$ cat config.mk
export PLATFORM = sky130hd
export DESIGN_NAME = debug_leds
export DESIGN_NICKNAME = d
export VERILOG_FILES = /design/src/common/sysctl_pkg.sv /design/src/rtl/debug_leds.sv
export SDC_FILE = /design/constraint.sdc
export NUM_CORES = 1
export LEC_CHECK = 0
export BUFFER_PORTS_ARGS = -buffer_cell sky130_fd_sc_hd__clkbuf_2
export CAP_MARGIN = 20
export CORE_UTILIZATION = 32
export CTS_BUF_LIST = sky130_fd_sc_hd__clkbuf_4 sky130_fd_sc_hd__clkbuf_8
export DETAILED_ROUTE_END_ITERATION = 10
export PLACE_DENSITY = 0.87
export SETUP_SLACK_MARGIN = 0.5
export SYNTH_ARGS = -nofsm -noshare
export SYNTH_HDL_FRONTEND = slang
export SYNTH_SLANG_ARGS = --single-unit
export TNS_END_PERCENT = 50
$ cat constraint.sdc
create_clock -name sys_clk -period 1.5 [get_ports sys_clk]
set_clock_uncertainty 0.15 [all_clocks]
set_input_delay 0.3 -clock sys_clk [delete_from_list [all_inputs] [get_ports sys_clk]]
set_output_delay 0.3 -clock sys_clk [all_outputs]
set_load 0.02 [all_outputs]
$ cat src/common/sysctl_pkg.sv
package sysctl_pkg;

	// Bus widths of the shared Wishbone port
	localparam int ADR_WIDTH = 32;
	localparam int DAT_WIDTH = 32;
	localparam int SEL_WIDTH = DAT_WIDTH / 8;

	// Word address after the region nibble is masked and the byte offset dropped
	localparam int WORD_ADR_WIDTH = 26;

	// Block RAM geometry
	localparam int BRAM_WORDS = 2048;
	localparam int BRAM_ADR_WIDTH = $clog2(BRAM_WORDS);

	// Addresses below this select the RAM
	localparam int BRAM_BYTES = BRAM_WORDS * SEL_WIDTH;

	// Region nibble position in the bus address
	localparam int REGION_MSB = 31;
	localparam int REGION_LSB = 28;

	// Address map, one nibble per peripheral region
	localparam logic [3:0] RTC_REGION = 4'h9;
	localparam logic [3:0] DEBUG_REGION = 4'he;

	// Free-running counter width, kept short so the wrap comes often
	localparam int RTC_WIDTH = 10;

	// Debug LED outputs
	localparam int LED_WIDTH = 8;

endpackage

$ cat src/rtl/debug_leds.sv
module debug_leds (
	input  logic                             sys_clk,
	input  logic                             sys_rstn,
	input  logic [sysctl_pkg::DAT_WIDTH-1:0] dat_i,
	input  logic [sysctl_pkg::SEL_WIDTH-1:0] sel_i,
	input  logic                             we_i,
	input  logic                             stb_i,
	input  logic                             cyc_i,
	output logic [sysctl_pkg::DAT_WIDTH-1:0] dat_o,
	output logic                             ack_o,
	output logic [sysctl_pkg::LED_WIDTH-1:0] dbg_leds_o
);

	import sysctl_pkg::*;

	logic [LED_WIDTH-1:0] leds_q;
	logic req;

	assign req = cyc_i && stb_i && !ack_o;

	// LED state and handshake
	always_ff @(posedge sys_clk) begin
		if (!sys_rstn) begin
			leds_q <= '0;
			ack_o <= 1'b0;
		end else begin
			ack_o <= req;
			// Only byte lane 0 carries the LEDs
			if (req && we_i && sel_i[0])
				leds_q <= dat_i[LED_WIDTH-1:0];
		end
	end

	always_ff @(posedge sys_clk) begin
		if (req)
			dat_o <= DAT_WIDTH'(leds_q);
	end

	assign dbg_leds_o = leds_q;

endmodule

# Word-level counts from Yosys, hierarchy flattened
# Cells that the tools add are included.
[word_totals] register_bits=17 inputBits=41 output_inout_bits=41
[op_classes] n_reduce_logical=5
[ops] operator="$logic_and A1 B1 Y1" n=4
[ops] operator="$logic_not A1 Y1" n=1

# Logic depth before layout (Yosys ltp)
[depth] word_depth=4 depth_mapped=4 depth_no_buf=3

# Worst setup path after synthesis
# OpenSTA, ideal clock, no wires.
[synth_path] kind="reg-to-reg" from="register ack_o" to="register leds_q[0] (netlist: dbg_leds_o[0])" setup_time_ps=72 arrival_time_ps=1291 path_slack_ps=-12 stages_incl_launch_ff=5 path_buffers=1 period_less_slack_ps=1512 cell_sequence="dfxtp_1 and3b_1 and3_4 buf_6 mux2i_1"
[synth_via] elab_chain_len=4
[synth_lines] element="start, declared" line="debug_leds.sv:10" rtl="output logic ack_o,"
[synth_lines] element="start signal, assigned" line="debug_leds.sv:27" rtl="ack_o <= req;"
[synth_lines] element="$logic_not A1 Y1" line="debug_leds.sv:19" rtl="assign req = cyc_i && stb_i && !ack_o;"
[synth_lines] element="$logic_and A1 B1 Y1" line="debug_leds.sv:19"
[synth_lines] element="named net req" line="debug_leds.sv:17" rtl="logic req;"
[synth_lines] element="$logic_and A1 B1 Y1 (2 in a row)" line="debug_leds.sv:29" rtl="if (req && we_i && sel_i[0])"
[synth_lines] element="end signal, assigned" line="debug_leds.sv:30" rtl="leds_q <= dat_i[LED_WIDTH-1:0];"
[synth_lines] element="end, declared" line="debug_leds.sv:16" rtl="logic [LED_WIDTH-1:0] leds_q;"
# The timed path passes the listed nets, and every way through them passes these cells.
# A chain may end at the register's enable or synchronous reset.

# Worst setup path in the final report
[layout_path] from="register ack_o" to="register leds_q[2] (netlist: dbg_leds_o[2])"
# Same word-level chain as after synthesis.

==> qor.yml <==
status: "completed"
cp_cell_sequence: "and3b_2, and3_4, mux2i_2"
finalCritPeriodShare_pct: 88.7
endpoint_kind: "flip-flop"
worstPathRequired_ns: 1.57
cts_tree: "built"
leakage_nw: 0.515
reg2reg_from: "ack_o"
hp-start: "dat_i[4]"
core_um2: 2280
cts_root_buf: "clkbuf_4"
ys_ff_latch: 17
maxCapViolations: 0
layout-drive-gt1-share_pct: 49.5
cts.sinks: 17
ir_drop_mv: 0.408
nets: 153
setup_viol: 0
cp_num_buf_inv: 0
port_buffers: 30
clk_pin_slew_worst_paths_ns: 0.10
drt-initial-drc-count: 17
setup.worst_path.start: "ack_o"
grtUsageMet2_pct: 21.6
syn-cell-area_um2: 792
antennaDiodeCount: 0
cp_data_arrival_time_ns: 1.40
rows: 17
path_delay_family: "simple AND/OR/NAND/NOR gates"
cpPeakStageDelay_ns: 0.34
clk_latency_ns: 0.30
start_util_pct: 34.8
grt_pass1_vias: 452
die_x_um: 51.8
dr.pass1.iters: 4
fin_tns_setup_ns: 0
h-tree-depth: 1
ys_seq_area_share_pct: 53.1
crit_slowest_cell: "dfxtp_2"
start_kind: "flip-flop"
postSynthAreaPerCell_um2: 11.0
ant_nets: 0
rsz0062_at_grt: "true"
p_per_area_nw_per_um2: 840
use_met1_pct: 8.32
netlist_instances: 72
grt-busiest-layer: "met2"
grt_pass1_wl_mm: 1.97
vias: 566
fillers: 199
multiInputGateArea_um2: 262
cts_hold_buf: 0
place_congestion: 0.636
drv_slew: 0
syn_to_final_growth_pct: 36.3
synth_cell_types: 11
seqCellArea_um2: 432
crit_type: "reg2reg"
grt_antenna_before_repair: 0
die_h_um: 51.8
wirelength_mm: 1.62
hold_viol: 0
gr-usage-met3_pct: 2.92
gr-usage-all-layers_pct: 10.5
cts_buffers: 3
fmax_mhz: 752
ys.warnings.count: 0
die-area_um2: 2680
post_drt_via_cell_ratio: 4.07
routedWlPerCell_um: 11.7
power_uw: 907
gr-total-overflow: 0
clockBufferDepth: 2
period_minus_slack_ns: 1.33
io_pins: 82
post-route-drc-count: 0
dpl.hpwl_um: 981
hold_class: "in2reg"
grt_start_max_net_pins: 18
cp_max_fo: 8
-- sequential cells by signal, summed over array words and instances, names as in the netlist --
register    count
dbg_leds_o      8
ack_o           1
dat_o           8
-- synthesized netlist by cell type, drive strengths merged --
| cell type | instances | share of area [%] |
|---|---|---|
| conb | 1 | 0.47 |
| and2 | 1 | 0.79 |
| mux2i | 8 | 10 |
| edfxtp | 8 | 30 |
| dfxtp | 9 | 23 |
| and3b | 1 | 1.1 |
| buf | 27 | 25 |
| and3 | 1 | 1.4 |
| nand2 | 16 | 7.6 |
-- worst paths after layout --
path | to | slack, ns | depth (start not counted)
max | dbg_leds_o[2] | 0.17 | 3
min | dbg_leds_o[4] | 0.06 | 3
max reg2reg | dbg_leds_o[2] | 0.17 | 3
min reg2reg | dat_o[7] | 0.39 | 1
-- metrics by stage --
| stage | cells | instance area [um2] | hold slack, ns | util [%] | setup WS (ns) |
|---|---|---|---|---|---|
| detailed placement | 127 | 872 | 0.296 | 38.3 | 0.194 |
| finish | 139 | 1080 | 0.0614 | 47.4 | 0.170 |
| global placement | 127 | 872 | 0.288 | 38.3 | 0.247 |
| global route | 139 | 1080 | 0.0717 | 47.4 | 0.130 |
| floorplan | 95 | 881 | 0.292 | - | 0.112 |
| CTS | 137 | 1020 | 0.0751 | 44.6 | 0.206 |
-- what timing repair did --
item | in CTS | in global routing
gates resized for setup | 20 | 26
buffers inserted | 6 | 2
setup endpoints to repair | 34 | 34
pin swaps | 1 | 0
hold endpoints to repair | 0 | 0
-- routing by layer --
| metal | share of wire, % | wire (um) |
|---|---|---|
| met1 | 41 | 672 |
| met2 | 48 | 782 |
| met3 | 8.5 | 138 |
| met4 | 1.8 | 30 |
| met5 | 0 | 0 |
-- power breakdown --
group | switching (mW) | internal, mW
registers | 0.00751 | 0.499
clock network | 0.150 | 0.0995
logic | 0.102 | 0.0489
total | 0.259 | 0.647
-- worst reg2reg max path: stages, from the launching register on --
cell and delay [ns]:
dfxtp_2 0.34, and3b_2 0.25, and3_4 0.28, mux2i_2 0.24
-- kinds of logic after synthesis --
| family | count (synthesis) | synth area share [%] |
|---|---|---|
| other | 1 | 0.473 |
| DFF | 17 | 53.1 |
| muxes | 8 | 10.1 |
| and+or+nand+nor | 19 | 10.9 |
| buffers and inverters | 27 | 25.4 |
-- layout make-up --
cell class	instances	area share [%]
clock buffers	3	2.09
multi-input cells	51	24.2
well taps	28	3.24
repair buffers	39	30.0
clock inverters	1	0.463
flip-flops and latches	17	40.0
-- layout by cell type (no fill, tap or decap), drive strengths merged --
| cell | count |
|---|---|
| mux2i | 8 |
| clkbuf | 23 |
| edfxtp | 8 |
| buf | 19 |
| nand2 | 16 |
| and3b | 1 |
| clkinv | 1 |
| dfxtp | 9 |
| and3 | 1 |
| conb | 24 |
| and2 | 1 |
No activity file was read; power rests on OpenSTA's default activity.
