==> config.mk <==
export PLATFORM = sky130hd
export DESIGN_NAME = bus_decode
export DESIGN_NICKNAME = d
export VERILOG_FILES = /design/src/common/sysctl_pkg.sv /design/src/rtl/bus_decode.sv
export SDC_FILE = /design/constraint.sdc
export NUM_CORES = 1
export LEC_CHECK = 0
export BUFFER_PORTS_ARGS = -buffer_cell sky130_fd_sc_hd__buf_4
export CORE_AREA = 2 2 39 41
export DETAILED_ROUTE_END_ITERATION = 12
export DIE_AREA = 0 0 41 43
export PLACE_DENSITY = 0.87
export SETUP_SLACK_MARGIN = 0.02
export SLEW_MARGIN = 20
export SYNTH_ARGS = -nofsm -noshare
export SYNTH_HDL_FRONTEND = slang
export SYNTH_SLANG_ARGS = --single-unit
==> constraint.sdc <==
create_clock -name vclk -period 1.8
set_clock_uncertainty 0.2 [all_clocks]
set_input_delay 0.18 -clock vclk [all_inputs]
set_output_delay 0.18 -clock vclk [all_outputs]
set_load 0.01 [all_outputs]
==> src/common/sysctl_pkg.sv <==
package sysctl_pkg;

	// Bus widths of the shared Wishbone port
	localparam int ADR_WIDTH = 32;
	localparam int DAT_WIDTH = 32;
	localparam int SEL_WIDTH = DAT_WIDTH / 8;

	// Word address after the region nibble is masked and the byte offset dropped
	localparam int WORD_ADR_WIDTH = 26;

	// Block RAM geometry
	localparam int BRAM_WORDS = 2048;
	localparam int BRAM_ADR_WIDTH = $clog2(BRAM_WORDS);

	// Addresses below this select the RAM
	localparam int BRAM_BYTES = BRAM_WORDS * SEL_WIDTH;

	// Region nibble position in the bus address
	localparam int REGION_MSB = 31;
	localparam int REGION_LSB = 28;

	// Address map, one nibble per peripheral region
	localparam logic [3:0] RTC_REGION = 4'h9;
	localparam logic [3:0] DEBUG_REGION = 4'he;

	// Free-running counter width, kept short so the wrap comes often
	localparam int RTC_WIDTH = 10;

	// Debug LED outputs
	localparam int LED_WIDTH = 8;

endpackage

==> src/rtl/bus_decode.sv <==
module bus_decode (
	input  logic [sysctl_pkg::ADR_WIDTH-1:0]      wb_adr_i,
	input  logic                                  wb_cyc_i,
	output logic                                  cs_bram_o,
	output logic                                  cs_rtc_o,
	output logic                                  cs_debug_o,
	output logic                                  cyc_bram_o,
	output logic                                  cyc_rtc_o,
	output logic                                  cyc_debug_o,
	output logic [sysctl_pkg::WORD_ADR_WIDTH-1:0] word_adr_o
);

	import sysctl_pkg::*;

	logic [REGION_MSB-REGION_LSB:0] region;

	assign region = wb_adr_i[REGION_MSB:REGION_LSB];

	// RAM limit and region nibble compares
	assign cs_bram_o = (wb_adr_i < ADR_WIDTH'(BRAM_BYTES));
	assign cs_rtc_o = (region == RTC_REGION);
	assign cs_debug_o = (region == DEBUG_REGION);

	// Per-slave cycle strobes
	assign cyc_bram_o = wb_cyc_i && cs_bram_o;
	assign cyc_rtc_o = wb_cyc_i && cs_rtc_o;
	assign cyc_debug_o = wb_cyc_i && cs_debug_o;

	// Region bits masked off, byte offset dropped
	assign word_adr_o = wb_adr_i[REGION_LSB-1:2];

endmodule

---- Yosys cells after proc, flatten, opt, wreduce, memory -nomap -nowiden ----
Cells that the tools add are included.
operators by class
  shift-type cells ........................ 0
  multipliers ............................. 0
  bitwise gates (word level) .............. 0
  equality and inequality tests ........... 2
  reductions and logical operators ........ 3
  muxes and demuxes ....................... 0
  div/mod/pow operators ................... 0
  $lt $le $gt $ge ......................... 1
  $add $sub $neg .......................... 0
operator list
  kind                                                                    count
  32-bit by 14-bit < comparator with 1-bit output, second input constant  1
  4-bit == test, second input constant                                    2
  1-bit logical AND                                                       3
storage, ports and cells
  output and inout port bits .............. 32
  memories kept ........................... 0
  bits in registers ....................... 0
  memory bits (read-only) ................. 0
  latch bits .............................. 0
  bits in writable memories ............... 0

---- Depth between registers and ports, before layout ----
Gate-level depths: netlist (run 1).
  depth in word-level cells ............... 2
  mapped depth ............................ 3
  gate-level depth less buffers ........... 3

---- Worst setup path before layout (run 1) ----
OpenSTA, ideal clock, no wires.
  path type ............................... input port to output port
  start point ............................. input wb_adr_i[22] (netlist bit)
  end point ............................... output cyc_bram_o
  data required time ...................... 1.420 ns
  arrival time ............................ 1.022 ns
  stages .................................. 2
  slack ................................... 0.398 ns
  path buffers ............................ 0
  cells stage by stage .................... or4_4 > nor4_2
between the ends
  word-level cells in the longest chain between the ends .. 2
ends and longest elaborated chain
  element                                          line              RTL
  start: declaration                               bus_decode.sv:2   input logic [sysctl_pkg::ADR_WIDTH-1:0] wb_adr_i,
  32-bit by 14-bit < comparator with 1-bit output  bus_decode.sv:20  assign cs_bram_o = (wb_adr_i < ADR_WIDTH'(BRAM_BYTES));
  1-bit logical AND                                bus_decode.sv:25  assign cyc_bram_o = wb_cyc_i && cs_bram_o;
  end: declaration                                 bus_decode.sv:7   output logic cyc_bram_o,
No other way between the ends.

---- Final worst setup path (run 1) ----
Same ends and word-level chain as after synthesis.

==> results of run 1 <==
==> cell families (layout without fill, tap and decap cells) <==
group	Yosys count	in the layout
simple gates	15	15
buf+inv	26	41
==> worst paths after layout <==
path | from | endpoint | cells past startpoint
worst max-delay path | wb_adr_i[22] | cyc_bram_o | 4
worst min-delay path | wb_adr_i[2] | word_adr_o[0] | 0
==> stage by stage <==
step / instances / util, %
floorplan: 41 / -
global route: 72 / 30.8
CTS: 72 / 30.8
detailed placement: 72 / 30.8
global placement: 72 / 30.8
finish: 72 / 30.8
==> power by group through the flow <==
stage / Combinational (µW) / Sequential [µW] / Clock (µW)
floorplan: 67.3 / 0 / 0
global placement: 86.3 / 0 / 0
detailed placement: 88.0 / 0 / 0
CTS: 88.2 / 0 / 0
global route: 95.1 / 0 / 0
finish: 86.6 / 0 / 0
==> final cells by class <==
class              instances  area, µm²  area share, %
well taps                 16       20.0           4.69
repair buffers            41        308           72.1
multi-input cells         15       98.8           23.2
==> cell usage in the layout (no fill, tap or decap), drive strengths merged <==
master | Yosys | routed
nor4 | 3 | 3
nand2 | 1 | 1
nand3b | 1 | 1
and2 | 2 | 2
and3 | 1 | 1
and4b | 1 | 1
nor3 | 2 | 2
nor2 | 2 | 2
nand3 | 1 | 1
or4 | 1 | 1
buf | 26 | 41
==> metal layers <==
| layer | track usage (%) | up-vias | share of wire, % |
|---|---|---|---|
| li1 | - | 144 | - |
| met1 | 6.65 | 130 | 28 |
| met2 | 14.7 | 42 | 46 |
| met3 | 1.57 | 0 | 26 |
| met4 | 0.667 | 0 | 0 |
| met5 | 0 | - | 0 |
==> key figures, run 1 <==
Power and ir drop
  – Combinational group share of total power: 100.0%
  – Seq pwr share: 0%
  – Maximum VDD drop: 47.8 µV
  – Sw Pwr: 32.3 µW
  – Pwr dens: 203 nW/µm²
  – Clk pwr share: 0%
  – Internal cell power: 54.3 µW
  – Sw Share: 37.3%
  – Pleak: 0.000229 µW
  – Tot Pwr: 86.6 µW

Routing
  – Drt first pass iters: 1
  – Via density: 4.39
  – Routed len/inst: 10.3 µm
  – Antenna-violating nets left: 0
  – # DRC: 0
  – Routed WL: 741 µm
  – Routed via count: 316
  – Initial DRC count: 0

Outcome
  – Run status: finished, final reports clean

Cells and area
  – Clock buf count: 0
  – N_diodes: 0
  – Flip-flop and latch area: 0 µm²
  – Design area: 427 µm²
  – Layout cell share with drive strength beyond 1: 76.8%
  – Final layout net count: 91
  – Fill cells: 165
  – P&R area growth vs syn: 45.1%
  – FFs & Latches: 0

Placed design
  – Gpl congestion: 0.714
  – DPL Wire Length: 705 µm
  – Setup WS pre-CTS: 0.215 ns
  – Area after DPL: 427 µm²
  – Port bufs: 41

Yosys
  – Most common cell in the synthesized netlist: buf_4
  – Adder-cell share of the synthesized area: 0%
  – Xor/xnor share of the synthesized area: 0%
  – Largest family of logic cells by synthesized area: buffers and inverters
  – Syn nets: 74
  – Post-Synthesis Cells: 41
  – Yosys top cell area share: 66.4%
  – Post-synth top area cell: buf_4
  – Sequential share of the synthesized area: 0%
  – Synth warn: 0
  – Synth cell count leaders: buf_4 (26), and2_1 (2), nor2_1 (2), nor3_1 (2), nor4_1 (2)
  – Cell variety after synth: 12
  – Largest cells by area after synthesis: buf_4 (66%), and2_1 (4.3%), nor4_1 (4.3%), nor4_2 (4.3%), or4_4 (3.8%)
  – Mapped Area: 294 µm²
  – Syn_area_per_cell: 7.17 µm²
  – Mux cell area share after synthesis: 0%
  – Post-Synth Simple-Gate Area: 33.6%
  – Compound-Gate Fraction of Synth Area: 0%

Timing
  – Crit path time final: 1.58 ns
  – Max Freq: 633 MHz
  – Hold Fails Final Rpt: 0
  – Slew @ Worst Pin: 0.235 ns
  – Pins Over Slew Limit: 0
  – Setup tns final: 0 ns
  – Worst hold slack: 0.160 ns
  – Worst setup margin: 0.220 ns
  – Period utilization: 87.8%
  – Max-slew headroom: 84.2%
  – Final setup violation count: 0
  – RSZ-0062 raised after global routing: false

Setup path
  – Crit path required time: 1.42 ns
  – Critical path's largest stage delay: 0.53 ns
  – Critical Path AT: 1.20 ns
  – CP Cell Sequence: buf_4 > or4_4 > nor4_2 > buf_4
  – Buffer and inverter count on the worst path: 2
  – Slowest stage cell, crit path: or4_4
  – Most common cell on crit path: buf_4
  – Crit end category: output port
  – Family with the most delay on the worst path: simple AND/OR/NAND/NOR gates
  – CP max FO: 2
  – Startpoint class of the critical path: input port
  – Crit path kind: in2out

Die
  – Core box area: 1380 µm²
  – Die height: 43 µm
  – I/O pin count: 65
  – Die X: 41 µm
  – FP Rows: 14
  – Starting density of the core: 21.2%
  – Die ar.: 1760 µm²

Clocking
  – CTS Hold Bufs: 0
  – Post-CTS Setup Inserts: 0
  – Resized Gates After CTS: 0

Global routing
  – Total grt overflow: 0
  – Global-route wire length before repair: 924 µm
  – GR Util All Layers: 7.19%
  – Largest net degree at the start of global routing: 5
  – Vias in the first global route: 266
  – Initial antenna violation count: 0

Job
  – Max-Cap Viols: 0

Worst hold path
  – Tightest Hold Check Type: in2out
(Power assumes the default switching activity.)
==> inputs of run 2 (changes only) <==
==> constraint.sdc (replaced) <==
create_clock -name vclk -period 1.7
set_clock_uncertainty 0.2 [all_clocks]
set_input_delay 0 -clock vclk [all_inputs]
set_output_delay 0 -clock vclk [all_outputs]
set_load 0.01 [all_outputs]
==> run 2 against run 1 <==
Global-route usage rose by 5.4 points. Highest routed layer unchanged. Total power rose by 72%. Flip-flop and latch count did not move. Wire length rose by 67%. First-iteration DRC count rose by 3. Via count rose by 36%. Largest cell class unchanged.
==> key figures, run 2 (same netlist as run 1, synthesis figures left out) <==
Timing
  – Worst setup margin: 0.139 ns (-0.0812 ns)
  – Slew @ Worst Pin: 0.229 ns (-0.00572 ns)
  – Crit path time final: 1.56 ns
  – Hold Fails Final Rpt: 0 (unchanged)
  – RSZ-0062 raised after global routing: false
  – Max Freq: 640 MHz
  – Pins Over Slew Limit: 0 (unchanged)
  – Final setup violation count: 0 (unchanged)
  – Period utilization: 91.8%
  – Worst hold slack: 0.00488 ns (-0.155 ns)
  – Max-slew headroom: 84.6% (+0.38 points)
  – Setup tns final: 0 ns (unchanged)

Cells and area
  – Commonest non-fill, non-tap cell in the layout: buf_4
  – Fill cells: 133 (-19%)
  – N_diodes: 0 (unchanged)
  – Fin util: 49.2% (+18 points)
  – Final layout net count: 115 (+26%)
  – FFs & Latches: 0 (unchanged)
  – Flip-flop and latch area: 0 µm² (unchanged)
  – Clock buf count: 0 (unchanged)
  – Most frequent cells in the layout: buf_4 (40), dlygate4sd3_1 (25), nor2_1 (2), nor4_2 (2), and2_1 (2)
  – Layout cell share with drive strength beyond 1: 55.0% (-22 points)
  – Design area: 681 µm² (+60%)
  – P&R area growth vs syn: 131%

Setup path
  – Critical path's largest stage delay: 0.57 ns (+0.04 ns)
  – Buffer and inverter count on the worst path: 2 (unchanged)
  – Crit path kind: in2out
  – Startpoint class of the critical path: input port
  – Crit path required time: 1.50 ns (+0.08 ns)
  – CP Cell Sequence: dlygate4sd3_1 > nor4_2 > nand3_1 > nor4_2 > buf_4
  – Slowest stage cell, crit path: dlygate4sd3_1
  – Crit end category: output port
  – Family with the most delay on the worst path: buffers and inverters
  – CP max FO: 2 (unchanged)
  – Most common cell on crit path: nor4_2
  – Critical Path AT: 1.36 ns (+0.16 ns)

Routing
  – # DRC: 0 (unchanged)
  – Routed via count: 431 (+36%)
  – Routed len/inst: 12.9 µm (+25%)
  – Initial DRC count: 3 (+3)
  – Routed WL: 1240 µm (+67%)
  – Antenna-violating nets left: 0 (unchanged)
  – Via density: 4.49 (+2.3%)
  – Drt first pass iters: 2 (+1)

Clocking
  – Post-CTS Setup Inserts: 0 (unchanged)

Global routing
  – Vias in the first global route: 437 (+64%)
  – Largest net degree at the start of global routing: 5 (unchanged)
  – Initial antenna violation count: 0 (unchanged)
  – Global-route wire length before repair: 1620 µm (+75%)
  – Total grt overflow: 0 (unchanged)
  – GR Util All Layers: 12.6% (+5.4 points)

Die
  – Core box area: 1380 µm² (unchanged)
  – Die ar.: 1760 µm² (unchanged)
  – FP Rows: 14 (unchanged)
  – Die height: 43 µm (unchanged)
  – Starting density of the core: 21.2% (unchanged)
  – I/O pin count: 65 (unchanged)
  – Die X: 41 µm (unchanged)

Power and ir drop
  – Combinational group share of total power: 100.0% (about the same)
  – Seq pwr share: 0% (unchanged)
  – Internal cell power: 95.2 µW (+75%)
  – Pwr dens: 219 nW/µm² (+8.0%)
  – Maximum VDD drop: 78.7 µV (+65%)
  – Clk pwr share: 0% (unchanged)
  – Sw Share: 36.2% (-1.0 points)
  – Pleak: 0.000330 µW (+44%)
  – Sw Pwr: 54.1 µW (+68%)

Placed design
  – Area after DPL: 427 µm² (unchanged)
  – Port bufs: 41 (unchanged)
  – Gpl congestion: 0.714 (about the same)
  – DPL Wire Length: 746 µm (+5.7%)
  – Setup WS pre-CTS: 0.462 ns (+0.247 ns)

Job
  – Max-Cap Viols: 0 (unchanged)

Outcome
  – Run status: finished, final reports clean

Worst hold path
  – Tightest Hold Check Type: in2out
run 2: power by group through the flow:
stage          combinational (µW)  sequential (µW)  clock, µW
6_report                      149                0          0
5_1_grt                       159                0          0
4_1_cts                       147                0          0
3_5_place_dp                 93.6                0          0
3_3_place_gp                 91.4                0          0
2_1_floorplan                71.2                0          0
run 2: path summary, 6_finish.rpt:
path | start | endpoint | slack, ns | cells after the start
worst max-delay path | wb_adr_i[24] | cyc_bram_o | 0.14 | 5
worst min-delay path | wb_adr_i[14] | word_adr_o[12] | 0.005 | 2
run 2: timing repair:
item | CTS | global route
hold endpoints to repair | 25 | 0
gates resized for setup | 0 | 2
endpoints found under the setup margin | 0 | 1
hold buffers | 25 | 0
run 2: area by class of cell:
class	count	area (µm²)	share of cell area, %
multi-input cells	15	110	16.2
well taps	16	20.0	2.94
repair buffers	65	551	80.9
run 2: metal layers:
layer	up-vias	track usage, %	routed length, µm
li1	191	-	-
met1	186	11.7	420
met2	54	26.3	591
met3	0	2.62	227
met4	0	0	0
met5	-	0	0
run 2: metrics by stage:
step                total power [µW]  instances
CTS                              147         97
global route                     159         96
detailed placement              93.6         72
floorplan                       71.2         41
global placement                91.4         72
finish                           149         96
