==> config.mk <==
export PLATFORM = sky130hd
export DESIGN_NAME = response_mux
export DESIGN_NICKNAME = d
export VERILOG_FILES = /design/src/common/sysctl_pkg.sv /design/src/rtl/response_mux.sv
export SDC_FILE = /design/constraint.sdc
export NUM_CORES = 1
export LEC_CHECK = 0
export BUFFER_PORTS_ARGS = -buffer_cell sky130_fd_sc_hd__clkbuf_2
export CAP_MARGIN = 20
export CORE_AREA = 2 2 64 66
export DETAILED_ROUTE_END_ITERATION = 16
export DIE_AREA = 0 0 66 68
export PLACE_DENSITY = 0.75
export SLEW_MARGIN = 20
export SYNTH_ARGS = -nofsm -noshare
export SYNTH_HDL_FRONTEND = slang
export SYNTH_SLANG_ARGS = --single-unit
==> constraint.sdc <==
create_clock -name vclk -period 0.8
set_input_delay 0.08 -clock vclk [all_inputs]
set_output_delay 0.08 -clock vclk [all_outputs]
set_load 0.1 [all_outputs]
==> src/common/sysctl_pkg.sv <==
package sysctl_pkg;

	// Bus widths of the shared Wishbone port
	localparam int ADR_WIDTH = 32;
	localparam int DAT_WIDTH = 32;
	localparam int SEL_WIDTH = DAT_WIDTH / 8;

	// Word address after the region nibble is masked and the byte offset dropped
	localparam int WORD_ADR_WIDTH = 26;

	// Block RAM geometry
	localparam int BRAM_WORDS = 2048;
	localparam int BRAM_ADR_WIDTH = $clog2(BRAM_WORDS);

	// Addresses below this select the RAM
	localparam int BRAM_BYTES = BRAM_WORDS * SEL_WIDTH;

	// Region nibble position in the bus address
	localparam int REGION_MSB = 31;
	localparam int REGION_LSB = 28;

	// Address map, one nibble per peripheral region
	localparam logic [3:0] RTC_REGION = 4'h9;
	localparam logic [3:0] DEBUG_REGION = 4'he;

	// Free-running counter width, kept short so the wrap comes often
	localparam int RTC_WIDTH = 10;

	// Debug LED outputs
	localparam int LED_WIDTH = 8;

endpackage

==> src/rtl/response_mux.sv <==
module response_mux (
	input  logic                             cs_bram_i,
	input  logic                             cs_rtc_i,
	input  logic                             cs_debug_i,
	input  logic [sysctl_pkg::DAT_WIDTH-1:0] bram_dat_i,
	input  logic                             bram_ack_i,
	input  logic [sysctl_pkg::DAT_WIDTH-1:0] rtc_dat_i,
	input  logic                             rtc_ack_i,
	input  logic [sysctl_pkg::DAT_WIDTH-1:0] debug_dat_i,
	input  logic                             debug_ack_i,
	output logic [sysctl_pkg::DAT_WIDTH-1:0] wb_dat_o,
	output logic                             wb_ack_o
);

	import sysctl_pkg::*;

	// Fixed priority in map order; an unmapped address gets no ack,
	// so the master waits on it forever
	always_comb begin
		if (cs_bram_i) begin
			wb_dat_o = bram_dat_i;
			wb_ack_o = bram_ack_i;
		end else if (cs_rtc_i) begin
			wb_dat_o = rtc_dat_i;
			wb_ack_o = rtc_ack_i;
		end else if (cs_debug_i) begin
			wb_dat_o = debug_dat_i;
			wb_ack_o = debug_ack_i;
		end else begin
			wb_dat_o = {DAT_WIDTH{1'b0}};
			wb_ack_o = 1'b0;
		end
	end

endmodule

; After elaboration in Yosys (flattened, before gate mapping)
; Cells that the tools add are included.
; Widths: inputs -> output; s select.
[op_classes]
n_mux = 6
[op_table]
columns = cell, count
row1 = $mux 32, 3
row2 = $mux 1, 3
[totals]
register_bits = 0
inputBits = 102
output_inout_bits = 33
wordCells = 6

; Depth between registers and ports, before layout
; Gate-level depths: netlist of the first run.
[logic_depth]
depth_word = 3
mapped_depth = 4
depth_no_buf = 2

; Worst setup path before layout of the first run
; Ideal clock, no wire load.
[synth_path]
path_kind = input to output
start = input port cs_debug_i
end = output port wb_dat_o[1] (netlist name)
path_stages = 4
path_buffers = 2
slack_ns = -1.202
arrival_time_ns = 1.922
t_required_ns = 0.720
path_cell_list = buf_4 buf_2 nand3b_1 a21oi_1
[synth_via]
elab_chain_cells = 3
[synth_lines]
columns = item, line
row1 = "start, declared", response_mux.sv:4  ; input logic cs_debug_i,
row2 = $mux 32, response_mux.sv:26  ; end else if (cs_debug_i) begin
row3 = $mux 32, response_mux.sv:23  ; end else if (cs_rtc_i) begin
row4 = $mux 32, response_mux.sv:20  ; if (cs_bram_i) begin
row5 = "end, declared", response_mux.sv:11  ; output logic [sysctl_pkg::DAT_WIDTH-1:0] wb_dat_o,
; Every way passes these cells.

; Worst setup path in the final report of the first run
[layout_path]
start = input port cs_rtc_i
end = output port wb_dat_o[6] (netlist name)
[layout_via]
elab_chain_cells = 2
[layout_lines]
columns = item, line
row1 = "start, declared", response_mux.sv:3  ; input logic cs_rtc_i,
row2 = $mux 32, response_mux.sv:23
row3 = $mux 32, response_mux.sv:20
; Every way passes these cells.

==> results of run 1 <==
-- cells by family after synthesis --
| logic type | Yosys count | synth area share (%) |
|---|---|---|
| buffers and inverters | 18 | 15.9 |
| AO/OA/AOI/OAI | 66 | 37.7 |
| AND/OR/NAND/NOR | 66 | 46.5 |
-- placed cells by master (no fill, tap or decap), drive strengths merged --
master  Yosys  layout
buf        16      43
nor2b      33      33
clkbuf      2     103
a21oi      66      66
nand3b     33      33
-- power by group --
group          switching (mW)  leakage (nW)  internal, mW  total, mW
logic                    1.78          1.28          1.19       2.97
clock network               0             0             0          0
registers                   0             0             0          0
total                    1.78          1.28          1.19       2.97
-- worst max-delay path, delay by kind of cell --
family / cells / cell delay [ps]
buffers and inverters: 3 / 520
AND/OR/NAND/NOR: 1 / 200
AO/OA/AOI/OAI: 1 / 170
-- routing by layer --
layer  up-vias  part of all wire (%)  track usage [%]
li1        791                     -                -
met1       763                    37             24.4
met2        85                    53             37.4
met3         2                    10             5.43
met4         0                  0.28             1.28
met5         -                     0                0
-- layout make-up --
| cell class | instances | area (um2) |
|---|---|---|
| timing repair buffer | 146 | 1420 |
| fill | 274 | 983 |
| multi-input combinational | 132 | 1390 |
| tap | 50 | 62.6 |
-- through the flow --
step | instance area (um2) | hold slack [ps] | util [%] | instances | setup TNS [ps]
2_1_floorplan | 1550 | 389 | - | 150 | -9440
3_3_place_gp | 2680 | 546 | 69.5 | 324 | -7050
3_5_place_dp | 2680 | 551 | 69.5 | 324 | -7510
4_1_cts | 2820 | 552 | 73.1 | 327 | -6960
5_1_grt | 2870 | 563 | 74.5 | 328 | -7880
6_report | 2870 | 549 | 74.5 | 328 | -6860
-- final timing paths --
check	endpoint	slack, ps	cells past startpoint
worst max-delay path	wb_dat_o[6]	-240	5
worst min-delay path	wb_dat_o[28]	550	4
-- what timing repair did --
item,in CTS,in global routing
endpoints found under the setup margin,33,33
resized for setup,17,8
gates cloned,3,1
pin swaps,8,2
==> out/qor.csv, run 1 <==
stage,metric,value,unit
status,outcome,"complete, but fails checks",
status,violations,negative setup slack,
clock_network,cts_setup_buffers,0,
timing,setup_viol,33,
clock_network,ctsHoldBuffers,0,
worst_setup_path,crit_fanout,8,
cells_and_area,clkbuf_count,0,
yosys,ys_seq_area_share,0,%
detailed_routing,first_pass_iters,4,
pwr,power,2.97,mW
worst_setup_path,critPathLaunchType,input port,
cells_and_area,seq_cells,0,
timing,min_period,1040,ps
cells_and_area,final_nets,382,
placed_design,hpwl,3.84,mm
worst_setup_path,critPathLaunch,cs_rtc_i,
yosys,ys_warn_count,0,
yosys,synth_cell_types,12,
cells_and_area,drive_gt1_share,78.4,%
yosys,synth_top_cell_by_area,a21oi_2,
detailed_routing,ant_nets,0,
timing,period_share,131,%
worst_setup_path,critPathArrivalTime,960,ps
detailed_routing,drt-initial-drc-count,54,
worst_setup_path,cpMostUsedCell,clkbuf_16,
floorplanning,dieHeight,68,um
pwr,irDropWorstVdd,0.555,mV
placed_design,gp_congestion,0.725,
detailed_routing,avgViaCountPerCell,5.00,
floorplanning,start_util,30.2,%
global_routing,grt_pass1_wl,7.33,mm
detailed_routing,drcViolationCount,0,
worst_hold_path,hp-class,input port to primary output,
yosys,synth_common_cells,"37 x a21oi_1, 33 x nor2b_1, 29 x a21oi_2",
global_routing,grt_max_degree,35,
worst_setup_path,slowest_delay,200,ps
timing,rsz0062_at_grt,yes,
worst_setup_path,crit_path_cell_trace,clkbuf_16 > clkbuf_16 > nand3b_1 > a21oi_4 > buf_12,
detailed_routing,finalWirelength,5.02,mm
pwr,leakage,1.28,nW
timing,setup_ws,-245,ps
worst_setup_path,crit_type,input port to primary output,
placed_design,port_buffers,135,
floorplanning,rows,23,
floorplanning,placeableCoreArea,3860,um2
timing,tightest_slew,280,ps
floorplanning,die_x,66,um
timing,finalHoldViolations,0,
yosys,synth_cells,150,
global_routing,overflow,0,
yosys,synth_top_area_share,21.8,%
floorplanning,io-pin-count,135,
floorplanning,die_area,4490,um2
pwr,p_per_area,1030,nW/um2
yosys,ys_top_cells_by_area,"a21oi_2 22%, nor2b_1 18%, nand3b_1 17%",
yosys,yosysMostFrequentCell,a21oi_1,
worst_setup_path,end_kind,primary output,
timing,maxSlewHeadroom,81.4,%
global_routing,grt.total_usage,20.2,%
detailed_routing,wl_per_cell,15.3,um
timing,fmax,957,MHz
yosys,syn_area,1170,um2
timing,slew_violations,0,
cells_and_area,seqCellArea,0,um2
worst_setup_path,critical_path.slowest_cell,nand3b_1,
flow_run,maxCapViolations,0,
worst_hold_path,hp-start,debug_dat_i[28],
detailed_routing,dr_total_vias,1641,
cells_and_area,area_growth,146,%
yosys,syn_avg_cell_area,7.77,um2
yosys,mappedNetlistNets,252,
cells_and_area,diodes,0,
global_routing,grt_antenna_before_repair,0,
global_routing,grt_pass1_vias,1599,
worst_setup_path,crit_required,720,ps
placed_design,pre_cts_ws,-284,ps
Power figures use the tool's default switching activity.
==> run 2, diff against run 1 <==
==> constraint.sdc (replaced) <==
create_clock -name vclk -period 1.1
set_input_delay 0.11 -clock vclk [all_inputs]
set_output_delay 0.11 -clock vclk [all_outputs]
set_load 0.1 [all_outputs]
==> out/qor.csv, run 2 (same netlist as run 1, synthesis figures left out) <==
stage,metric,value,unit,change
timing,maxSlewHeadroom,80.8,%,-0.59 points
cells_and_area,seq_cells,0,,unchanged
timing,min_period,1090,ps,
pwr,leakage,1.26,nW,-1.4%
worst_hold_path,hp-class,input port to primary output,,
timing,setup_ws,11.1,ps,+256 ps
global_routing,grt.total_usage,19.0,%,-1.1 points
pwr,seqPwrFrac,0,%,unchanged
pwr,p_int,0.857,mW,-28%
pwr,p_comb_share,100.0,%,about the same
cells_and_area,mostFrequentLayoutCell,clkbuf_2,,
timing,period_share,99.0,%,
status,outcome,finished clean,,
worst_setup_path,crit_fanout,8,,unchanged
worst_setup_path,crit_type,input port to primary output,,
cells_and_area,seqCellArea,0,um2,unchanged
placed_design,port_buffers,135,,unchanged
timing,finalHoldViolations,0,,unchanged
pwr,p_per_area,754,nW/um2,-27%
detailed_routing,routed-wl-met2,2.62,mm,-0.87%
cells_and_area,drive_gt1_share,79.1,%,+0.64 points
detailed_routing,dr_total_vias,1641,,unchanged
placed_design,hpwl,3.80,mm,-1.0%
detailed_routing,first_pass_iters,4,,unchanged
worst_setup_path,cp.depth,5,,unchanged
timing,setup_viol,0,,-100%
detailed_routing,drt-initial-drc-count,54,,unchanged
timing,timing.hold.ws,609,ps,+60.1 ps
global_routing,grt_pass1_wl,7.02,mm,-4.2%
worst_setup_path,crit_path_cell_trace,clkbuf_16 > clkbuf_16 > nand3b_1 > a21oi_4 > buf_12,,
worst_setup_path,cp_num_buf_inv,3,,unchanged
detailed_routing,maxUsedRoutingLayer,met3,,
timing,slew_violations,0,,unchanged
worst_setup_path,critical_path.slowest_cell,nand3b_1,,
detailed_routing,m1WireLength,1.87,mm,+0.27%
floorplanning,placeableCoreArea,3860,um2,unchanged
detailed_routing,finalWirelength,4.94,mm,-1.5%
timing,rsz0062_at_grt,yes,,
timing,fin_setup_tns,0,ps,+6860 ps
cells_and_area,post-route-util,73.8,%,-0.71 points
cells_and_area,final_cell_mix,"101 x clkbuf_2, 37 x buf_12, 33 x a21oi_4",,
worst_setup_path,critPathArrivalTime,980,ps,+20 ps
global_routing,overflow,0,,unchanged
pwr,pwr-share-clk,0,%,unchanged
placed_design,gp_congestion,0.725,,about the same
floorplanning,rows,23,,unchanged
cells_and_area,area_growth,144,%,
floorplanning,dieHeight,68,um,unchanged
worst_setup_path,cpMostUsedCell,clkbuf_16,,
global_routing,grt_max_degree,35,,unchanged
detailed_routing,drcViolationCount,0,,unchanged
detailed_routing,dr_wl_met3,458,um,-8.6%
flow_run,maxCapViolations,0,,unchanged
floorplanning,die_x,66,um,unchanged
floorplanning,die_area,4490,um2,unchanged
detailed_routing,wl_per_cell,15.1,um,-1.2%
worst_setup_path,critPathTopFamily,buffers and inverters,,
worst_setup_path,end_kind,primary output,,
pwr,power,2.14,mW,-28%
timing,fmax,918,MHz,
cells_and_area,final_nets,381,,-0.26%
clock_network,ctsHoldBuffers,0,,unchanged
pwr,irDropWorstVdd,0.450,mV,-19%
worst_setup_path,slowest_delay,200,ps,about the same
floorplanning,start_util,30.2,%,unchanged
worst_setup_path,critPathLaunchType,input port,,
clock_network,cts_setup_buffers,0,,unchanged
cells_and_area,clkbuf_count,0,,unchanged
global_routing,grt_antenna_before_repair,0,,unchanged
worst_setup_path,cp-endpoint,wb_dat_o[4],,
worst_setup_path,critPathLaunch,cs_rtc_i,,
global_routing,grt_pass1_vias,1588,,-0.69%
placed_design,pre_cts_ws,-40.9,ps,+243 ps
cells_and_area,diodes,0,,unchanged
floorplanning,io-pin-count,135,,unchanged
worst_setup_path,crit_required,990,ps,+270 ps
detailed_routing,avgViaCountPerCell,5.02,,+0.31%
detailed_routing,ant_nets,0,,unchanged
timing,tightest_slew,288,ps,+8.89 ps
pwr,switchingPower,1.29,mW,-28%
pwr,p_sw_share,60.0,%,+0.23 points
==> run 2: layer usage <==
| layer | vias up | global-route usage (%) |
|---|---|---|
| met1 | 759 | 22.8 |
| li1 | 789 | - |
| met5 | - | 0 |
| met2 | 93 | 36.4 |
| met4 | 0 | 0.255 |
| met3 | 0 | 4.77 |
==> run 2: final cells by class <==
cell class	instances	area, um2
fill	269	1010
multi-input combinational	132	1390
timing repair buffer	145	1400
tap	50	62.6
==> run 2: how the worst min path moves through the flow <==
stage | from | end | slack, ps | depth (start not counted)
after floorplan | bram_dat_i[15] | wb_dat_o[15] | 450 | 2
final | debug_dat_i[26] | wb_dat_o[26] | 610 | 4
after global placement | debug_dat_i[29] | wb_dat_o[29] | 610 | 4
after global routing | debug_dat_i[25] | wb_dat_o[25] | 620 | 4
after CTS | debug_dat_i[24] | wb_dat_o[24] | 610 | 4
after detailed placement | debug_dat_i[24] | wb_dat_o[24] | 610 | 4
==> run 2: power groups by stage <==
| stage | Combinational, mW | Sequential [mW] | Clock (mW) |
|---|---|---|---|
| 2_1_floorplan | 1.36 | 0 | 0 |
| 3_3_place_gp | 2.05 | 0 | 0 |
| 3_5_place_dp | 2.07 | 0 | 0 |
| 4_1_cts | 2.10 | 0 | 0 |
| 5_1_grt | 2.22 | 0 | 0 |
| 6_report | 2.14 | 0 | 0 |
==> run 2: per-stage QoR <==
stage,instance area (um2),instances
global placement,2680,324
CTS,2730,325
detailed placement,2680,324
floorplan,1550,150
finish,2850,327
global route,2850,327
==> run 2: repair_timing <==
action	in CTS	in global routing
pin swaps	7	2
endpoints found under the setup margin	10	20
resized for setup	5	18
cloned	1	2
