[src/common/sysctl_pkg.sv]
package sysctl_pkg;

	// Bus widths of the shared Wishbone port
	localparam int ADR_WIDTH = 32;
	localparam int DAT_WIDTH = 32;
	localparam int SEL_WIDTH = DAT_WIDTH / 8;

	// Word address after the region nibble is masked and the byte offset dropped
	localparam int WORD_ADR_WIDTH = 26;

	// Block RAM geometry
	localparam int BRAM_WORDS = 2048;
	localparam int BRAM_ADR_WIDTH = $clog2(BRAM_WORDS);

	// Addresses below this select the RAM
	localparam int BRAM_BYTES = BRAM_WORDS * SEL_WIDTH;

	// Region nibble position in the bus address
	localparam int REGION_MSB = 31;
	localparam int REGION_LSB = 28;

	// Address map, one nibble per peripheral region
	localparam logic [3:0] RTC_REGION = 4'h9;
	localparam logic [3:0] DEBUG_REGION = 4'he;

	// Free-running counter width, kept short so the wrap comes often
	localparam int RTC_WIDTH = 10;

	// Debug LED outputs
	localparam int LED_WIDTH = 8;

endpackage

[src/rtl/rtc_timer.sv]
module rtc_timer (
	input  logic                             sys_clk,
	input  logic                             sys_rstn,
	input  logic                             stb_i,
	input  logic                             cyc_i,
	output logic [sysctl_pkg::DAT_WIDTH-1:0] dat_o,
	output logic                             ack_o,
	output logic                             irq_timer_o
);

	import sysctl_pkg::*;

	logic [RTC_WIDTH-1:0] rtc_ctr;
	logic req;

	assign req = cyc_i && stb_i && !ack_o;

	// Free-running counter, wraps every 2^RTC_WIDTH cycles
	always_ff @(posedge sys_clk) begin
		if (!sys_rstn) begin
			rtc_ctr <= '0;
		end else begin
			rtc_ctr <= rtc_ctr + 1'b1;
		end
	end

	// One-cycle pulse on the edge after the counter sits at zero
	always_ff @(posedge sys_clk) begin
		if (!sys_rstn) begin
			irq_timer_o <= 1'b0;
		end else begin
			irq_timer_o <= (rtc_ctr == '0);
		end
	end

	always_ff @(posedge sys_clk) begin
		if (!sys_rstn) begin
			ack_o <= 1'b0;
		end else begin
			ack_o <= req;
		end
	end

	// Read only, a write is acked and dropped
	always_ff @(posedge sys_clk) begin
		if (req)
			dat_o <= DAT_WIDTH'(rtc_ctr);
	end

	irq_single_cycle: assert property (
		@(posedge sys_clk) disable iff (!sys_rstn)
		irq_timer_o |=> !irq_timer_o
	) else $error("rtc_timer: timer interrupt held for two cycles");

endmodule

[config.mk]
export PLATFORM = sky130hd
export DESIGN_NAME = rtc_timer
export DESIGN_NICKNAME = d
export VERILOG_FILES = /design/src/common/sysctl_pkg.sv /design/src/rtl/rtc_timer.sv
export SDC_FILE = /design/constraint.sdc
export NUM_CORES = 1
export LEC_CHECK = 0
export BUFFER_PORTS_ARGS = -buffer_cell sky130_fd_sc_hd__buf_2
export CAP_MARGIN = 20
export CORE_MARGIN = 5
export CORE_UTILIZATION = 47
export DETAILED_ROUTE_END_ITERATION = 6
export GPL_ROUTABILITY_DRIVEN = 0
export PLACE_DENSITY = 0.76
export SYNTH_ARGS = -nofsm -noshare
export SYNTH_HDL_FRONTEND = slang
export SYNTH_SLANG_ARGS = --single-unit
[constraint.sdc]
create_clock -name sys_clk -period 1.3 [get_ports sys_clk]
set_input_delay 0.195 -clock sys_clk [delete_from_list [all_inputs] [get_ports sys_clk]]
set_output_delay 0.195 -clock sys_clk [all_outputs]
set_load 0.01 [all_outputs]
# ---- Word-level counts from Yosys, hierarchy flattened
# Index checks and enable logic that the tools add are counted.
dict set report op_classes {
  n_addsub 1
  n_reduce_logical 4
}
# op n
set op_table {}
lappend op_table {{10-bit by 1-bit adder with 10-bit output (second input constant)} 1}
lappend op_table {{10-bit logical NOT} 1}
lappend op_table {{1-bit logical AND} 2}
lappend op_table {{1-bit logical NOT} 1}
dict set report totals {
  output_inout_bits 34
  reg_bits 22
  elab_cells 9
  input_bits 4
}

# ---- Depth between registers and ports, before layout
# Gate-level depths: netlist of run 1.
dict set report depth {
  word_depth 2
  depth_mapped 4
  mapped_depth_nobuf 4
}

# ---- Least setup slack after synthesis of run 1
# Ideal clock, no wire load.
dict set report synth_timing {
  path_kind {register -> register}
  startpoint {register rtc_ctr[2]}
  endpoint {register rtc_ctr[7]}
  slack_ns 0.107
  period_less_slack_ns 1.193
  path_stages_with_launch 4
  arrival_ns 1.123
  path_buffers 0
  required_time_ns 1.230
  setup_time_ns 0.070
  cell_sequence {dfxtp_1 -> nand3_2 -> or4_1 -> a21oi_1}
}
dict set report synth_between {
  elab_chain_cells 1
}
# item line
set synth_lines {}
lappend synth_lines {{start: declaration} rtc_timer.sv:13} ;# logic [RTC_WIDTH-1:0] rtc_ctr;
lappend synth_lines {{start signal: assignment} rtc_timer.sv:23} ;# rtc_ctr <= rtc_ctr + 1'b1;
lappend synth_lines {{10-bit by 1-bit adder with 10-bit output} rtc_timer.sv:23}
# Every way passes these cells.
# A chain may end at the register's enable or synchronous reset.

# ---- Final worst setup path of run 1
dict set report layout_timing {
  startpoint {register rtc_ctr[4]}
  endpoint {register rtc_ctr[7]}
}
# The elaborated chain is that of the path after synthesis.

==> results of run 1 <==
[final timing paths]
path                                  from    endpoint  slack (ps)  cells past startpoint
worst max-delay path            rtc_ctr[4]  rtc_ctr[7]          60                      3
worst min-delay path                 stb_i       ack_o         160                      3
worst max register to register  rtc_ctr[4]  rtc_ctr[7]          60                      3
worst min register to register  rtc_ctr[1]    dat_o[1]         490                      0
[layer usage]
layer | wire (um) | share of wire
met3 | 168 | 0.11
met5 | 0 | 0
met1 | 560 | 0.38
met4 | 17 | 0.011
met2 | 744 | 0.50
[cells by family after synthesis]
group | after synthesis
xor+xnor | 3
simple gates | 25
compound gates | 8
buf+inv | 27
other cells | 1
fa+ha+maj | 2
mux | 1
flops | 22
[final cells by class]
cell class	count	area, um2
clock buffer	3	22.5
multi-input combinational	61	340
sequential	22	546
timing repair buffer	20	113
fill	191	888
inverter	5	18.8
tap	27	33.8
[layout by cell type (no fill, tap or decap), drive strengths merged]
cell and count:
and4 1, nand2b 2, mux2i 1, conb 22, xnor2 1, edfxtp 10, o211ai 2, dfxtp 12
o21ai 1, or4 1, clkbuf 3, ha 2, and2 1, inv 5, xor2 2, o31ai 3
buf 20, nand2 5, nand3 4, or3 1, a21oi 2, nor3 1, nor2 5, nand4 1
nor4 3
[power by group]
part           total [mW]  switching (mW)  internal, mW  leakage, nW
clock               0.285           0.178         0.108       0.0138
sequential          0.759          0.0118         0.748        0.196
combinational       0.111          0.0760        0.0348        0.242
total                1.16           0.265         0.890        0.452
[metrics by stage]
step,utilization,worst slack [ps],hold WS [ps]
5_1_grt,0.547,4.72,182
2_1_floorplan,-,107,317
6_report,0.547,64.8,156
4_1_cts,0.540,18.4,152
3_3_place_gp,0.529,67.5,428
3_5_place_dp,0.529,46.5,468
[flip-flops by register name, summed over array words and instances, names as in the netlist]
name and count:
rtc_ctr 10, irq_timer_o 1, dat_o 10, ack_o 1
[timing repair]
item | in CTS | in global routing
resized for setup | 0 | 6
buffers inserted | 0 | 0
setup endpoints to repair | 0 | 4
[critical path: cells and delay by family, from the launching register on]
kind,cells,cell delay [ps]
compound gates,1,150
flops,1,390
simple gates,2,620
==> flow_metrics.tcl, run 1 <==
set metrics [dict create \
    slowest_delay_ps 480 \
    slowest_stage "or4_1" \
    n_antenna_cell 0 \
    p_leak_nw 0.452 \
    p_total_mw 1.16 \
    stdcell_area_um2 1070 \
    timing.final.crit_share 0.950 \
    cp-start-kind "flip-flop" \
    synthFlopType "dfxtp_1" \
    postCtsHoldBufs 0 \
    synth-edff-count 10 \
    drive_above_1_share 0.279 \
    grt_use_total 0.0971 \
    stdcell_count 138 \
    fin_crit_ps 1240 \
    ys_ff_latch 22 \
    clockBufferDepth 2 \
    rows 16 \
    ys_types 25 \
    synthMuxAreaShare 0.0102 \
    use_met3 0.0302 \
    cts_tree "yes" \
    area_growth_pct 9.86 \
    rsz0062_at_grt "false" \
    synth_top_family_by_area "buffers and inverters" \
    cts.sinks 22 \
    setup_violations 0 \
    hold_violations 0 \
    synth_adder_area_share 0.0256 \
    drv_slew 0 \
    yosysMostFrequentCell "buf_4" \
    final_nets 119 \
    grt_pass1_wl_mm 2.39 \
    synth-simple-area-share 0.138 \
    yosysTopAreaCell "edfxtp_1" \
    wl_per_cell_um 10.8 \
    drc 0 \
    firstDrtPassIters 4 \
    coreArea_um2 1960 \
    clk_latency_ps 290 \
    endpoint_kind "flip-flop" \
    synth-compound-area-share 0.0538 \
    syn_inst 89 \
    path_class "reg -> reg" \
    power_density_nw_per_um2 1080 \
    dp.cells 135 \
    gr-total-overflow 0 \
    clk_pin_slew_ps 110 \
    die_h_um 55.6 \
    die-area_um2 3090 \
    synth_common_cells "buf_4 (22), dfxtp_1 (12), edfxtp_1 (10)" \
    antenna_found_initial 0 \
    fmax_ghz 0.810 \
    ios 38 \
    cap_viol_max_count 0 \
    yosys_warnings 0 \
    arrival_ps 1460 \
    fin_setup_tns_ps 0 \
    synth_xor_area_frac 0.0269 \
    drt-initial-drc-count 16 \
    vdd_drop_max_uv 432 \
    path_cells "nand3_2 -> or4_1 -> a21oi_1" \
    ant_nets 0 \
    busiest_layer "met2" \
    fin_skew_ps 2.50 \
    die_x_um 55.6 \
    wl_mm 1.49 \
    start_util 0.498 \
    ctsHtreeMaxLevel 1 \
    vias_per_cell 4.54 \
    grt_use_met2 0.166 \
    hpwl_mm 1.20 \
    status "finished, final reports clean" \
    grt_pass1_vias 579 \
    met1_usage 0.103 \
    vias 627 \
    netlist_area_um2 977 \
    ys_seq_area_frac 0.553 \
    syn_area_per_cell_um2 11.0 \
    holdCritPathClass "in -> reg" \
    synth_top_area_frac 0.307 \
    numCtsBuffers 3 \
    async_flop_share 0 \
    worst_ep_required_time_ps 1520 \
    cts_root_buf "clkbuf_4" \
    dpl_cell_area_um2 1040 \
    grt_max_degree 12 \
    crit_fanout 5 \
    synthTopCellsByArea "edfxtp_1 (31%), dfxtp_1 (25%), buf_4 (17%), ha_1 (2.6%), o31ai_1 (2.3%)" \
    io_buffers 15 \
]
(Power assumes the default switching activity.)
==> run 2, diff against run 1 <==
RECOVER_POWER = 100   (was not set)
==> run 2 against run 1 <==
- combinational power decreased by 7%
- non-clock buffer count unchanged
- cell area decreased by 2.4%
- global-route usage unchanged
- count of clock-buffer cells in the layout unchanged
- clock skew about the same
- setup slack improved by 6.6 ps
- routed wire length increased by 1.5%
- critical path depth decreased by 1
==> flow_metrics.tcl, run 2 (synthesized netlist as in run 1, its figures left out) <==
set metrics [dict create \
    status "finished, final reports clean" \
    stdcell_area_um2 1050 \
    cts.sinks 22 \
    crit_fanout 10 \
    fin_setup_tns_ps 0 \
    drc 0 \
    worst_ep_required_time_ps 1240 \
    holdCritPathClass "in -> reg" \
    worst_pin_slew_ps 502 \
    clk_pin_slew_ps 110 \
    die_x_um 55.6 \
    wl_per_cell_um 11.0 \
    fin_skew_ps 2.13 \
    path_class "reg -> reg" \
    grt_pass1_vias 579 \
    p_total_mw 1.15 \
    start_util 0.498 \
    clockBufferDepth 2 \
    cap_viol_max_count 0 \
    whs_ps 157 \
    area_growth_pct 7.17 \
    n_antenna_cell 0 \
    ctsHtreeMaxLevel 1 \
    timing.final.crit_share 0.945 \
    drv_slew 0 \
    drive_above_1_share 0.144 \
    grt_pass1_wl_mm 2.39 \
    setup_violations 0 \
    die_h_um 55.6 \
    vias 624 \
    hold_violations 0 \
    rsz0062_at_grt "false" \
    die-area_um2 3090 \
    antenna_found_initial 0 \
    coreArea_um2 1960 \
    firstDrtPassIters 4 \
    cts_setup_buffers 0 \
    wl_mm 1.51 \
    fmax_ghz 0.814 \
    final_cell_mix "conb_1 (22), clkbuf_1 (15), edfxtp_1 (10)" \
    vdd_drop_max_uv 426 \
    grt_max_degree 12 \
    postCtsHoldBufs 0 \
    cts_tree "yes" \
    arrival_ps 1170 \
    ant_nets 0 \
    io_buffers 15 \
    reg_top3 "dat_o (10), rtc_ctr (10)" \
    power_density_nw_per_um2 1100 \
    vias_per_cell 4.52 \
    cp-start-kind "flip-flop" \
    utilization 0.534 \
    grt_use_total 0.0971 \
    final_nets 119 \
    endpoint_kind "flip-flop" \
    p_leak_nw 0.403 \
    final_common_cell "conb_1" \
    fin_crit_ps 1230 \
    ios 38 \
    gr-total-overflow 0 \
    hpwl_mm 1.20 \
    numCtsBuffers 3 \
    rows 16 \
    cts_root_buf "clkbuf_4" \
    timing.slew.headroom 0.666 \
    dpl_cell_area_um2 1040 \
    clk_latency_ps 290 \
    drt-initial-drc-count 8 \
]
## run 2: cell types whose count changed in the layout (fill, tap and decap cells not counted), sizes merged
| cell | before | now |
|---|---|---|
| clkbuf | 3 | 18 |
| buf | 20 | 5 |
## run 2: report_power, final
| part | internal, mW | total (mW) | switching, mW |
|---|---|---|---|
| registers | 0.748 | 0.760 | 0.0124 |
| clock network | 0.108 | 0.287 | 0.179 |
| logic | 0.0273 | 0.103 | 0.0762 |
## run 2: final timing paths
| path | cells after the start | endpoint | slack (ps) | startpoint |
|---|---|---|---|---|
| worst max-delay path | 2 | dat_o[4] | 70 | ack_o |
| worst min-delay path | 3 | ack_o | 160 | stb_i |
| worst max register to register | 2 | dat_o[4] | 70 | ack_o |
| worst min register to register | 0 | dat_o[1] | 490 | rtc_ctr[1] |
## run 2: per-stage QoR
step | cells | setup slack, ps
5_1_grt | 138 | 6.56
3_5_place_dp | 135 | 46.5
2_1_floorplan | 110 | 107
4_1_cts | 138 | 18.4
6_report | 138 | 71.4
3_3_place_gp | 135 | 67.5
## run 2: layout make-up
type                       instances  area (um2)
fill                             199         915
sequential                        22         546
multi-input combinational         61         340
timing repair buffer              20        86.3
tap                               27        33.8
clock buffer                       3        22.5
inverter                           5        18.8
## run 2: metal layers
metal,up-vias,wire length (um),track usage,share of wire
li1,310,-,-,-
met1,285,581,0.103,0.38
met2,27,751,0.166,0.50
met3,2,163,0.0302,0.11
met4,0,17,0.0625,0.011
met5,-,0,0,0
## run 2: what timing repair did
item / CTS / global route
resized for setup: 0 / 6
endpoints found under the hold margin: 0 / 0
endpoints found under the setup margin: 0 / 4
## run 2: worst max-delay path, cell delays in order, from the launching register on
cell	delay, ps
dfxtp_1	350
nor2_1	120
clkbuf_1	410
==> run 3, diff against run 2 <==
clock period = 1.4 ns   (was 1.3 ns; I/O delays follow)
==> run 3 against run 2 <==
- sequential cell count did not move
- non-clock buffer count is 2 lower
- die area unchanged
- sequential power fell by 7.1%
- global-route usage up 0.50 points
- cell area down 2.3%
- via count is 1.3% lower
- sequential share of layout area increased by 0.84 points
- combinational power down 9%
- maximum frequency down 5.3%
- clock power shrank 6%
- critical path type unchanged
- critical endpoint is now rtc_ctr[7]
- largest power group unchanged
==> flow_metrics.tcl, run 3 (synthesized netlist as in run 1, its figures left out) <==
set metrics [dict create \
    coreArea_um2 1960 \
    fin_setup_tns_ps 0 \
    final_cell_mix "conb_1 (22), clkbuf_1 (15), dfxtp_1 (11)" \
    rows 16 \
    n_antenna_cell 0 \
    firstDrtPassIters 4 \
    crit_fanout 5 \
    fin_skew_ps 6.42 \
    vdd_drop_max_uv 550 \
    status "finished, final reports clean" \
    grt_max_degree 13 \
    cts_tree "yes" \
    wl_per_cell_um 11.2 \
    ant_nets 0 \
    ctsHtreeMaxLevel 1 \
    drive_above_1_share 0.0818 \
    arrival_ps 1530 \
    cts_root_buf "clkbuf_4" \
    holdCritPathClass "in -> reg" \
    endpoint_kind "flip-flop" \
    final_nets 117 \
    ios 38 \
    top_layer "met4" \
    vias_per_cell 4.50 \
    clk_pin_slew_ps 110 \
    final_common_cell "conb_1" \
    area_growth_pct 4.74 \
    power_density_nw_per_um2 1040 \
    drc 0 \
    timing.final.crit_share 0.927 \
    drv_slew 0 \
    start_util 0.498 \
    drt-initial-drc-count 4 \
    r2r_start "rtc_ctr[4]" \
    die-area_um2 3090 \
    clockBufferDepth 2 \
    wl_met2_um 774 \
    antenna_found_initial 0 \
    path_class "reg -> reg" \
    cts_setup_buffers 0 \
    grt_pass1_vias 577 \
    setup_violations 0 \
    io_buffers 15 \
    cts.sinks 22 \
    whs_ps 150 \
    vias 616 \
    drt-met1-wl_um 587 \
    cp-start-kind "flip-flop" \
    grt_pass1_wl_mm 2.49 \
    cap_viol_max_count 0 \
    r2r_slack_ps 100 \
    clk_latency_ps 290 \
    die_h_um 55.6 \
    numCtsBuffers 3 \
    gr-total-overflow 0 \
    startpoint "rtc_ctr[4]" \
    fmax_ghz 0.771 \
    rr_endpoint "rtc_ctr[7]" \
    reg_top3 "dat_o (10), rtc_ctr (10)" \
    wl_mm 1.53 \
    rsz0062_at_grt "false" \
    reg2regPathDepth 3 \
    grt_use_total 0.102 \
    worst_ep_required_time_ps 1630 \
    die_x_um 55.6 \
    fin_crit_ps 1300 \
    dr_wl_met3_um 147 \
    p_leak_nw 0.394 \
    worstHoldStart "stb_i" \
    hold_violations 0 \
    crit_end "rtc_ctr[7]" \
    hpwl_mm 1.24 \
]
==> run 3: changes by cell type in the layout (fill, tap and decap cells not counted), sizes merged <==
cell	delta
clkinv	+1
buf	-2
==> run 3: cell type report <==
class	instances	area, um2
clock buffers	3	22.5
multi-input cells	61	332
fillers	198	938
repair buffers	18	71.3
clock inverters	1	3.75
inverters	5	18.8
well taps	27	33.8
flip-flops and latches	22	542
==> run 3: metrics by stage <==
step / power, mW / util / instances / cell area (um2) / worst slack [ps]
2_1_floorplan: 0.828 / - / 110 / 1060 / 207
3_3_place_gp: 0.815 / 0.521 / 133 / 1020 / 169
3_5_place_dp: 0.820 / 0.521 / 133 / 1020 / 129
4_1_cts: 1.09 / 0.534 / 137 / 1050 / 106
5_1_grt: 1.13 / 0.522 / 137 / 1020 / 15.9
6_report: 1.07 / 0.522 / 137 / 1020 / 103
==> run 3: where the power goes <==
part,total (mW),leakage (nW),switching (mW),internal (mW)
clock network,0.269,0.0154,0.165,0.104
registers,0.706,0.194,0.0122,0.694
logic,0.0935,0.184,0.0702,0.0233
total,1.07,0.394,0.248,0.821
==> run 3: worst max-delay path, cell delays in order, from the launching register on <==
cell and delay, ps:
dfxtp_1 450, nand3_2 150, or4_1 500, a21oi_1 140
==> run 3: layer usage <==
metal,track usage,vias up
li1,-,305
met5,0,-
met4,0.0625,0
met3,0.0278,2
met1,0.107,278
met2,0.179,31
==> run 3: how the worst min path moves through the flow <==
stage            endpoint  depth (start not counted)
6_report            ack_o                          3
3_5_place_dp        ack_o                          1
2_1_floorplan  rtc_ctr[1]                          1
3_3_place_gp        ack_o                          1
4_1_cts             ack_o                          3
5_1_grt             ack_o                          3
==> run 3: timing repair <==
item                                    in CTS  in global routing
resized for setup                            0                  1
hold buffers                                 0                  0
endpoints found under the setup margin       0                  1
